--- config.mk ---
export PLATFORM = sky130hd
export DESIGN_NAME = ioBridge
export DESIGN_NICKNAME = d
export VERILOG_FILES = /design/src/logic/ioBridgePkg.sv /design/src/logic/bridgeControl.sv /design/src/logic/pageMap.sv /design/src/logic/addressTranslator.sv /design/src/logic/cpuRegisterPort.sv /design/src/logic/ioBridge.sv
export SDC_FILE = /design/constraint.sdc
export NUM_CORES = 1
export LEC_CHECK = 0
export BUFFER_PORTS_ARGS = -buffer_cell sky130_fd_sc_hd__buf_4
export CORE_AREA = 5 5 450 319
export DETAILED_ROUTE_END_ITERATION = 8
export DIE_AREA = 0 0 455 324
export HOLD_SLACK_MARGIN = 0.02
export PLACE_DENSITY = 0.47
export SYNTH_ARGS = -nofsm -noshare
export SYNTH_HDL_FRONTEND = slang
export SYNTH_SLANG_ARGS = --single-unit
--- constraint.sdc ---
create_clock -name clk -period 3 [get_ports clk]
set_input_delay 0 -clock clk [delete_from_list [all_inputs] [get_ports clk]]
set_output_delay 0 -clock clk [all_outputs]
set_load 0.03 [all_outputs]
--- src/logic/ioBridgePkg.sv ---
// Shared widths, field positions, register addresses and enums for the IO bridge pager; import where needed

package ioBridgePkg;

   ////////////////////////////////////////
   // Widths
   ////////////////////////////////////////

   // Processor register word
   localparam int wordWidth = 36;
   // Device bridge address
   localparam int devAddrWidth = 18;
   // Virtual page number and table depth
   localparam int pageIndexWidth = 6;
   localparam int numPages = 64;
   // Physical side
   localparam int ppnWidth = 11;
   localparam int wordNumWidth = 9;
   localparam int physAddrWidth = 20;
   // RPW, E16, FTM, VLD
   localparam int flagWidth = 4;
   // Internal entry is flags then PPN
   localparam int entryWidth = 15;

   ////////////////////////////////////////
   // Processor register map
   ////////////////////////////////////////

   localparam int regAddrWidth = 7;
   // 0 to 63 are page entries
   localparam logic [regAddrWidth-1:0] statusRegAddr = 7'd64;

   // Word layouts, big-endian bit numbers
   localparam int wrFlagPos = 18;
   localparam int wrPpnPos = 25;
   localparam int rdFlagPos = 5;
   localparam int rdPpnPos = 16;

   // Internal entry layout
   localparam int entryRpw = 0;
   localparam int entryE16 = 1;
   localparam int entryFtm = 2;
   localparam int entryVld = 3;
   localparam int entryPpnPos = 4;

   // Device address fields, bit 0 at the top
   localparam int devA17Pos = 0;
   localparam int devPagePos = 1;
   localparam int devWordPos = 7;
   localparam int devWPos = 16;
   localparam int devBPos = 17;

   // Status register read layout
   localparam int statusFaultPos = 35;
   localparam int statusCausePos = 34;
   localparam int statusPagePos = 28;

   ////////////////////////////////////////
   // Enums
   ////////////////////////////////////////

   typedef enum logic [2:0] {
      sIdle, sCpuRead, sCpuLoad, sCpuDone, sDevLookup, sDevResolve, sDevDone
   } bridgeState_t;

   typedef enum logic [1:0] {
      opNone, opCpuRead, opCpuWrite, opDevXlate
   } bridgeOp_t;

endpackage

--- src/logic/bridgeControl.sv ---
// Bridge controller FSM; arbitrates processor and device handshakes and sequences datapath strobes
`timescale 1ns/100ps

module bridgeControl (
   input  logic                   clk,
   input  logic                   rst,
   input  logic                   cpuReq,
   input  logic                   cpuWrite,
   input  logic                   devReq,
   output logic                   cpuAck,
   output logic                   devAck,
   output ioBridgePkg::bridgeOp_t op,
   output logic                   captureStb,
   output logic                   loadStb
);

   import ioBridgePkg::*;

   bridgeState_t state;
   bridgeState_t nextState;

   ////////////////////////////////////////
   // State register
   ////////////////////////////////////////

   always_ff @(posedge clk)
   begin
      if (rst)
      begin
         state <= sIdle;
      end
      else
      begin
         state <= nextState;
      end
   end

   // Three cycles from req to ack on either side
   always_comb
   begin
      nextState = state;
      unique case (state)
         sIdle:
         begin
            // Device has priority
            if (devReq)
            begin
               nextState = sDevLookup;
            end
            else if (cpuReq)
            begin
               nextState = sCpuRead;
            end
         end
         sCpuRead:    nextState = sCpuLoad;
         sCpuLoad:    nextState = sCpuDone;
         // Hold ack until the processor lets go
         sCpuDone:    nextState = cpuReq ? sCpuDone : sIdle;
         sDevLookup:  nextState = sDevResolve;
         sDevResolve: nextState = sDevDone;
         sDevDone:    nextState = devReq ? sDevDone : sIdle;
         default:     nextState = sIdle;
      endcase
   end

   ////////////////////////////////////////
   // Operation selector
   ////////////////////////////////////////

   // Picked when a request is accepted, held to the end of the handshake
   always_ff @(posedge clk)
   begin
      if (rst)
      begin
         op <= opNone;
      end
      else if (state == sIdle)
      begin
         if (devReq)
         begin
            op <= opDevXlate;
         end
         else if (cpuReq)
         begin
            op <= cpuWrite ? opCpuWrite : opCpuRead;
         end
         else
         begin
            op <= opNone;
         end
      end
      else if (nextState == sIdle)
      begin
         op <= opNone;
      end
   end

   // Strobes and acks straight from state
   assign captureStb = (state == sCpuRead) || (state == sDevLookup);
   assign loadStb    = (state == sCpuLoad) || (state == sDevResolve);
   assign cpuAck     = (state == sCpuDone);
   assign devAck     = (state == sDevDone);

   ////////////////////////////////////////
   // Handshake checks
   ////////////////////////////////////////

   // Ack must answer a live request
   cpuAckNeedsReq: assert property (@(posedge clk) disable iff (rst)
      $rose(cpuAck) |-> cpuReq)
      else $error("cpuAck rose without cpuReq");

   devAckNeedsReq: assert property (@(posedge clk) disable iff (rst)
      $rose(devAck) |-> devReq)
      else $error("devAck rose without devReq");

endmodule

--- src/logic/pageMap.sv ---
// Dual-port 64x15 page table; processor read/write port with word packing, device read-only port
`timescale 1ns/100ps

module pageMap (
   input  logic                                 clk,
   input  ioBridgePkg::bridgeOp_t               op,
   input  logic                                 loadStb,
   input  logic [ioBridgePkg::regAddrWidth-1:0] regAddr,
   input  logic [0:ioBridgePkg::wordWidth-1]    regWData,
   input  logic [ioBridgePkg::pageIndexWidth-1:0] devPage,
   output logic [0:ioBridgePkg::wordWidth-1]    cpuEntryWord,
   output logic [0:ioBridgePkg::entryWidth-1]   devEntry
);

   import ioBridgePkg::*;

   // Table storage, flags then PPN
   logic [0:entryWidth-1] pageRam [0:numPages-1];

   logic [pageIndexWidth-1:0] cpuPage;
   logic                      tableSel;
   logic [0:entryWidth-1]     wrEntry;
   logic [0:entryWidth-1]     cpuEntry;

   ////////////////////////////////////////
   // Processor port
   ////////////////////////////////////////

   // Low address bits pick the entry
   assign cpuPage  = regAddr[pageIndexWidth-1:0];
   // Status register sits just above the table
   assign tableSel = (regAddr < statusRegAddr);

   // Write layout to internal entry
   // Bits 22 to 24 and the left half are ignored
   assign wrEntry = {regWData[wrFlagPos +: flagWidth], regWData[wrPpnPos +: ppnWidth]};

   always_ff @(posedge clk)
   begin
      if (loadStb && (op == opCpuWrite) && tableSel)
      begin
         pageRam[cpuPage] <= wrEntry;
      end
   end

   // Asynchronous read, so a write shows up the next cycle
   assign cpuEntry = pageRam[cpuPage];

   // Internal entry to read layout
   always_comb
   begin
      cpuEntryWord = '0;
      // Flags land at 5 to 8
      cpuEntryWord[rdFlagPos +: flagWidth] = cpuEntry[entryRpw +: flagWidth];
      // PPN straddles the halves, 16 to 26
      cpuEntryWord[rdPpnPos +: ppnWidth] = cpuEntry[entryPpnPos +: ppnWidth];
   end

   ////////////////////////////////////////
   // Device port
   ////////////////////////////////////////

   // Page comes registered from the translator
   // Entry valid the cycle after capture
   assign devEntry = pageRam[devPage];

endmodule

--- src/logic/addressTranslator.sv ---
// Device address translation; captures the bridge address, forms physical address and flags, keeps fault status
`timescale 1ns/100ps

module addressTranslator (
   input  logic                                   clk,
   input  logic                                   rst,
   input  ioBridgePkg::bridgeOp_t                 op,
   input  logic                                   captureStb,
   input  logic                                   loadStb,
   input  logic [0:ioBridgePkg::devAddrWidth-1]   devAddr,
   input  logic [0:ioBridgePkg::entryWidth-1]     devEntry,
   input  logic [ioBridgePkg::regAddrWidth-1:0]   regAddr,
   output logic [ioBridgePkg::pageIndexWidth-1:0] devPage,
   output logic [0:ioBridgePkg::physAddrWidth-1]  memAddr,
   output logic [0:ioBridgePkg::flagWidth]        memFlags,
   output logic                                   pageFail,
   output logic [0:ioBridgePkg::wordWidth-1]      statusWord
);

   import ioBridgePkg::*;

   logic [0:devAddrWidth-1]   devAddrReg;
   logic                      overRange;
   logic                      notValid;
   logic                      xlateLoad;
   logic                      statusClear;
   logic                      statusFault;
   logic                      statusCause;
   logic [pageIndexWidth-1:0] statusPage;

   ////////////////////////////////////////
   // Address capture and lookup
   ////////////////////////////////////////

   always_ff @(posedge clk)
   begin
      if (captureStb && (op == opDevXlate))
      begin
         devAddrReg <= devAddr;
      end
   end

   assign devPage = devAddrReg[devPagePos +: pageIndexWidth];

   // Fault causes
   assign overRange = devAddrReg[devA17Pos];
   assign notValid  = !devEntry[entryVld];
   assign xlateLoad = loadStb && (op == opDevXlate);

   // PPN then word number; W and B pass through with the entry flags
   always_ff @(posedge clk)
   begin
      if (xlateLoad)
      begin
         memAddr  <= {devEntry[entryPpnPos +: ppnWidth], devAddrReg[devWordPos +: wordNumWidth]};
         memFlags <= {devEntry[entryRpw], devEntry[entryE16], devEntry[entryFtm],
                      devAddrReg[devWPos], devAddrReg[devBPos]};
      end
   end

   always_ff @(posedge clk)
   begin
      if (rst)
      begin
         pageFail <= 1'b0;
      end
      else if (xlateLoad)
      begin
         pageFail <= overRange || notValid;
      end
   end

   ////////////////////////////////////////
   // Sticky fault status
   ////////////////////////////////////////

   // Any processor write to the status address clears it
   assign statusClear = loadStb && (op == opCpuWrite) && (regAddr == statusRegAddr);

   always_ff @(posedge clk)
   begin
      if (rst || statusClear)
      begin
         statusFault <= 1'b0;
         statusCause <= 1'b0;
         statusPage  <= '0;
      end
      else if (xlateLoad && (overRange || notValid) && !statusFault)
      begin
         // First fault wins
         statusFault <= 1'b1;
         statusCause <= overRange;
         statusPage  <= devPage;
      end
   end

   always_comb
   begin
      statusWord = '0;
      statusWord[statusFaultPos] = statusFault;
      statusWord[statusCausePos] = statusCause;
      statusWord[statusPagePos +: pageIndexWidth] = statusPage;
   end

endmodule

--- src/logic/cpuRegisterPort.sv ---
// Processor register port; latches address and write data, returns page entry or status read data
`timescale 1ns/100ps

module cpuRegisterPort (
   input  logic                                 clk,
   input  logic                                 rst,
   input  logic                                 captureStb,
   input  logic                                 loadStb,
   input  ioBridgePkg::bridgeOp_t               op,
   input  logic [ioBridgePkg::regAddrWidth-1:0] cpuAddr,
   input  logic [0:ioBridgePkg::wordWidth-1]    cpuWData,
   input  logic [0:ioBridgePkg::wordWidth-1]    cpuEntryWord,
   input  logic [0:ioBridgePkg::wordWidth-1]    statusWord,
   output logic [ioBridgePkg::regAddrWidth-1:0] regAddr,
   output logic [0:ioBridgePkg::wordWidth-1]    regWData,
   output logic [0:ioBridgePkg::wordWidth-1]    cpuRData
);

   import ioBridgePkg::*;

   logic                  cpuOp;
   logic [0:wordWidth-1]  readMux;

   assign cpuOp = (op == opCpuRead) || (op == opCpuWrite);

   ////////////////////////////////////////
   // Request capture
   ////////////////////////////////////////

   always_ff @(posedge clk)
   begin
      if (captureStb && cpuOp)
      begin
         regAddr  <= cpuAddr;
         regWData <= cpuWData;
      end
   end

   // Table, status, or nothing above the status register
   always_comb
   begin
      if (regAddr < statusRegAddr)
      begin
         readMux = cpuEntryWord;
      end
      else if (regAddr == statusRegAddr)
      begin
         readMux = statusWord;
      end
      else
      begin
         readMux = '0;
      end
   end

   // Read data held through ack
   always_ff @(posedge clk)
   begin
      if (rst)
      begin
         cpuRData <= '0;
      end
      else if (loadStb && (op == opCpuRead))
      begin
         cpuRData <= readMux;
      end
   end

endmodule

--- src/logic/ioBridge.sv ---
// IO bridge pager top level; connects the controller to the page table, translator and register port
`timescale 1ns/100ps

module ioBridge (
   input  logic                                   clk,
   input  logic                                   rst,
   // Processor handshake
   input  logic                                   cpuReq,
   input  logic                                   cpuWrite,
   input  logic [ioBridgePkg::regAddrWidth-1:0]   cpuAddr,
   input  logic [0:ioBridgePkg::wordWidth-1]      cpuWData,
   output logic                                   cpuAck,
   output logic [0:ioBridgePkg::wordWidth-1]      cpuRData,
   // Device handshake
   input  logic                                   devReq,
   input  logic [0:ioBridgePkg::devAddrWidth-1]   devAddr,
   output logic                                   devAck,
   output logic [0:ioBridgePkg::physAddrWidth-1]  memAddr,
   output logic [0:ioBridgePkg::flagWidth]        memFlags,
   output logic                                   pageFail
);

   import ioBridgePkg::*;

   bridgeOp_t                 op;
   logic                      captureStb;
   logic                      loadStb;
   logic [regAddrWidth-1:0]   regAddr;
   logic [0:wordWidth-1]      regWData;
   logic [0:wordWidth-1]      cpuEntryWord;
   logic [0:wordWidth-1]      statusWord;
   logic [0:entryWidth-1]     devEntry;
   logic [pageIndexWidth-1:0] devPage;

   bridgeControl control_i (.clk, .rst, .cpuReq, .cpuWrite, .devReq, .cpuAck, .devAck,
                            .op, .captureStb, .loadStb);

   pageMap pageMap_i (.clk, .op, .loadStb, .regAddr, .regWData, .devPage,
                      .cpuEntryWord, .devEntry);

   addressTranslator translator_i (.clk, .rst, .op, .captureStb, .loadStb, .devAddr,
                                   .devEntry, .regAddr, .devPage, .memAddr, .memFlags,
                                   .pageFail, .statusWord);

   cpuRegisterPort regPort_i (.clk, .rst, .captureStb, .loadStb, .op, .cpuAddr, .cpuWData,
                              .cpuEntryWord, .statusWord, .regAddr, .regWData, .cpuRData);

endmodule

Word-level counts from Yosys, hierarchy flattened
Memories as Yosys holds them, arrays and structs flattened. A register that Yosys moved wholly into a read port is not among the register bits.
Cells that the tools add are included.
{"block": "totals", "mem_count": 1, "mem_bits_rw": 960, "out_inout_bits": 64, "ff_bits": 118, "input_bits": 66, "elab_cells": 59}
{"block": "op_classes", "eq_ne": 10, "muxes": 16, "magnitude_cmp": 1, "n_reduce_logical": 19}
{"name": "pageMap_i.pageRam", "depth": 64, "word_bits": 15, "rd": 2, "rd_ports_with_merged_regs": 2, "wr": 1, "line_no": "pageMap.sv:18", "text": "logic [0:entryWidth-1] pageRam [0:numPages-1];"}
{"cell": "$mux W36", "n": 1}
{"cell": "$pmux W3 S7", "n": 1}
{"cell": "$mux W2", "n": 6}
{"cell": "$mux W6", "n": 2}
{"cell": "$eq A3 B3 Y1 const B", "n": 3}
{"cell": "$logic_and A1 B1 Y1", "n": 9}
{"cell": "$mux W3", "n": 3}
{"cell": "$mux W8", "n": 1}
{"cell": "$eq A7 B7 Y1 const B", "n": 1}
{"cell": "$lt A7 B7 Y1 const B", "n": 1}
{"cell": "$eq A3 B2 Y1 const B", "n": 2}
{"cell": "$logic_not A3 Y1", "n": 2}
{"cell": "$logic_or A1 B1 Y1", "n": 5}
{"cell": "$eq A2 B2 Y1 const B", "n": 2}
{"cell": "$eq A3 B1 Y1 const B", "n": 1}
{"cell": "$eq A2 B1 Y1 const B", "n": 1}
{"cell": "$logic_not A1 Y1", "n": 2}
{"cell": "$mux W1", "n": 2}
{"cell": "$reduce_bool A2 Y1", "n": 1}

Depth between registers and ports, before layout
{"block": "depth", "ltp_word": 6, "depth_mapped": 10, "ltp_nobuf": 6}

By module
A second synthesis with hierarchy kept.
{"block": "unflattened", "cells_unflattened": 3061, "hier_area_um2": 50977.6}
{"mod": "pageMap", "area_per_inst_um2": 45486.1, "cells_per_inst": 2639, "n_inst": 1}
{"mod": "cpuRegisterPort", "area_per_inst_um2": 3103.0, "cells_per_inst": 251, "n_inst": 1}
{"mod": "addressTranslator", "area_per_inst_um2": 2005.7, "cells_per_inst": 126, "n_inst": 1}
{"mod": "bridgeControl", "area_per_inst_um2": 382.9, "cells_per_inst": 45, "n_inst": 1}

Worst setup path after synthesis
OpenSTA, ideal clock, no wires.
{"block": "synth_timing", "path_type": "register to register", "from": "reg control_i.op[0]", "to": "reg (tool-made name)", "path_slack_ps": -224, "setup_ps": 121, "path_stages_with_launch": 5, "required_time_ps": 2879, "arrival_time_ps": 3103, "cell_sequence": "dfxtp_1 > inv_1 > ha_1 > nor3_1 > mux2_2"}
{"element": "start: declaration", "line_no": "bridgeControl.sv:12", "text": "output ioBridgePkg::bridgeOp_t op,"}
{"element": "start signal: assignment", "line_no": "bridgeControl.sv:75", "text": "op <= opNone;"}
{"element": "start signal: assignment", "line_no": "bridgeControl.sv:81", "text": "op <= opDevXlate;"}
{"element": "start signal: assignment", "line_no": "bridgeControl.sv:85", "text": "op <= cpuWrite ? opCpuWrite : opCpuRead;"}

==> results by group <==
Floorplan
  – # IOs: 130
  – Core area: 0.1391 mm2
  – DIE HEIGHT: 324 um
  – Initial Utilization: 34.65%
  – Die Span X: 455 um
  – Rows: 115
  – Full die area: 0.1474 mm2

CTS
  – CTS tree: yes
  – Clock Latency Late Sink: 0.74 ns
  – Num Clock Sinks: 1074
  – Clk slew on worst S/H paths: 0.06 ns
  – TritonCTS buffer count: 108
  – Clock Root Buffer: clkbuf_16
  – Clock tree buffer depth: 3
  – CTS H-Tree Depth: 3

Worst setup path
  – Buf/Inv on CP: 3
  – Crit-path cells: buf_12 -> buf_12 -> buf_4 -> mux4_2 -> mux4_2 -> mux4_2
  – Critical Path Max Stage Delay: 0.53 ns
  – Crit path top cell by count: mux4_2
  – Reg-to-reg critical path endpoint: translator_i.memAddr[7]
  – Critical Path Sink Type: flip-flop
  – Setup CP Type: flip-flop to flip-flop
  – Top delay family on crit path: multiplexers
  – Reg2Reg Setup Slack: 0.12 ns
  – Startpoint Class: flip-flop
  – Slowest CP cell: mux4_2
  – Critical Path AT: 3.34 ns
  – R2R depth: 6
  – Max FO, Critical Path: 19
  – Worst endpoint required time: 3.46 ns

Global route
  – GRT overflow: 0
  – Vias in the first global route: 27000
  – All-Layer GR Usage: 21.90%
  – Initial antenna violation count: 25
  – Largest net degree at the start of global routing: 67
  – First-pass GRT wire length: 221800 um

STA
  – Period utilisation layout: 95.88%
  – Slew @ Worst Pin: 1.266 ns
  – Final setup skew: 0.04157 ns
  – Final Hold Fails: 0
  – F_max: 347.7 MHz
  – Min Tclk post-route: 2.876 ns
  – Final setup viols: 0
  – RSZ-0062 raised after global routing: false
  – Pins Over Slew Limit: 0
  – Worst slew margin: 15.23%
  – Setup TNS: 0 ns

Route
  – Antenna viol nets, final: 0
  – Vias per std cell: 5.771
  – Final WL: 161500 um
  – DRC viols: 0
  – Routed vias: 26700
  – DRT iter0 DRCs: 3446
  – 1st-pass router iterations: 5
  – WL/cell: 34.91 um

Placed design
  – Port buffer count: 95
  – RePlAce Congestion: 0.8989
  – Placed inst area: 0.05372 mm2
  – Placed cells: 4338
  – Final HPWL DP: 106100 um

Worst hold path
  – Min-Delay Startpoint: cpuAddr[4]
  – Min-Delay Endpoint: regPort_i.regAddr[4]
  – Hold Path Stages: 2
  – Hold/Removal Path Class: input port to flip-flop

Logic synthesis
  – Distinct cells, synth: 40
  – Cell Area, Synth: 0.04822 mm2
  – Synth Warn #: 0
  – Syn Area/Cell: 21.29 um2
  – Number of flops mapped to enable cells by yosys: 1025
  – Sequential share of the synthesized area: 65.87%
  – Yosys reg bits: 1074
  – Synth async-reset ratio: 0%
  – Ys flop type: edfxtp_1
  – Synth Instances: 2265

Finish
  – Area Overhead vs Synth: 20.41%
  – Commonest non-fill, non-tap cell in the layout: edfxtp_1
  – Final instance area: 0.05806 mm2
  – Net count, final: 2732
  – Layout cell share with drive strength beyond 1: 43.46%
  – Finished Layout Cells: 4627
  – Most frequent cells in the layout: edfxtp_1 (1025), mux4_2 (564), buf_4 (289)

Pwr
  – P per Cell Area: 671.6 mW/mm2
  – LEAKAGE: 0.01848 uW
  – VDD IR max: 487.1 uV

Job
  – Max Cap Viol: 0

Run status
  – Status: complete, no violations
==> layer usage <==
metal / wire [um] / GRT usage, % / vias up
li1: - / - / 10640
met1: 72670 / 33.28 / 14610
met2: 69320 / 31.20 / 1225
met3: 15060 / 5.965 / 221
met4: 4434 / 5.539 / 6
met5: 42 / 0 / -
==> worst max path at each step <==
stage / from / end / slack (ns) / depth (start not counted)
after global routing: flip-flop / translator_i.memAddr[7] / 0.02 / 6
after detailed placement: flip-flop / regPort_i.cpuRData[23] / 0.06 / 8
after floorplan: control_i.state[2] / pageMap_i.pageRam[46][0] / 0.26 / 6
after global placement: flip-flop / regPort_i.cpuRData[23] / 0.08 / 8
after CTS: flip-flop / regPort_i.cpuRData[23] / 0.03 / 8
final: flip-flop / translator_i.memAddr[7] / 0.12 / 6
==> timing repair <==
| item | CTS | global route |
|---|---|---|
| gates resized for setup | 0 | 2 |
| hold buffers | 86 | 0 |
| setup buffers | 0 | 1 |
| hold endpoints to repair | 89 | 0 |
| endpoints found under the setup margin | 0 | 3 |
==> state kept, by name, indices dropped and copies added, names as in the netlist, named ones only <==
register	flops
translator_i.memFlags	5
control_i.state	3
control_i.op	2
translator_i.statusFault	1
translator_i.devAddrReg	18
translator_i.statusPage	6
regPort_i.regWData	15
translator_i.memAddr	20
pageMap_i.pageRam	960
regPort_i.regAddr	7
regPort_i.cpuRData	23
translator_i.pageFail	1
translator_i.statusCause	1
==> cell usage after synthesis, drive strengths merged, types with 5 or more instances <==
| cell type | count | area (um2) |
|---|---|---|
| inv | 6 | 22.52 |
| buf | 113 | 603.1 |
| nor2b | 25 | 156.4 |
| mux2 | 33 | 371.6 |
| nand3 | 12 | 60.06 |
| nor2 | 80 | 300.3 |
| a221oi | 14 | 122.6 |
| a31oi | 15 | 93.84 |
| edfxtp | 1025 | 30780 |
| clkbuf | 67 | 251.5 |
| nand2b | 5 | 31.28 |
| a211oi | 25 | 187.7 |
| nand2 | 69 | 259.0 |
| o21ai | 24 | 120.1 |
| dfxtp | 49 | 980.9 |
| mux2i | 70 | 700.7 |
| o22ai | 15 | 93.84 |
| mux4 | 564 | 12700 |
| a21oi | 21 | 105.1 |
==> per-stage QoR <==
step	setup slack, ns	util (%)	total power [uW]	hold slack (ns)
after global routing	0.02429	41.72	40320	0.05254
after floorplan	0.2623	-	21790	0.09887
after CTS	0.03486	41.71	39250	0.03278
final	0.1237	41.73	38990	0.06450
after detailed placement	0.06078	38.61	25650	0.1793
after global placement	0.08315	38.61	25570	0.1788
==> cells by family (layout without fill, tap and decap cells) <==
| family | count (synthesis) | in the layout | synth area share, % |
|---|---|---|---|
| compound gates | 124 | 124 | 1.674 |
| xor+xnor | 1 | 1 | 0.01817 |
| fa+ha+maj | 3 | 3 | 0.07786 |
| buf+inv | 186 | 661 | 1.819 |
| flops | 1074 | 1074 | 65.87 |
| mux | 667 | 667 | 28.57 |
| other cells | 1 | 16 | 0.007777 |
| simple gates | 209 | 209 | 1.967 |
==> cell type report <==
cell class | instances | area [um2]
Clock buffer | 119 | 2765
Clock inverter | 80 | 690.7
Antenna cell | 3 | 7.507
Inverter | 6 | 22.52
Fill cell | 12180 | 81080
Timing Repair Buffer | 456 | 4652
Multi-Input combinational cell | 1017 | 15790
Sequential cell | 1074 | 31790
Tap cell | 1872 | 2342
==> power by group <==
part | internal [uW] | switching [uW] | total, uW
clock network | 7500 | 6020 | 13500
logic | 3580 | 4780 | 8360
registers | 16900 | 193 | 17100
total | 28000 | 11000 | 39000
Power figures use the tool's default switching activity.
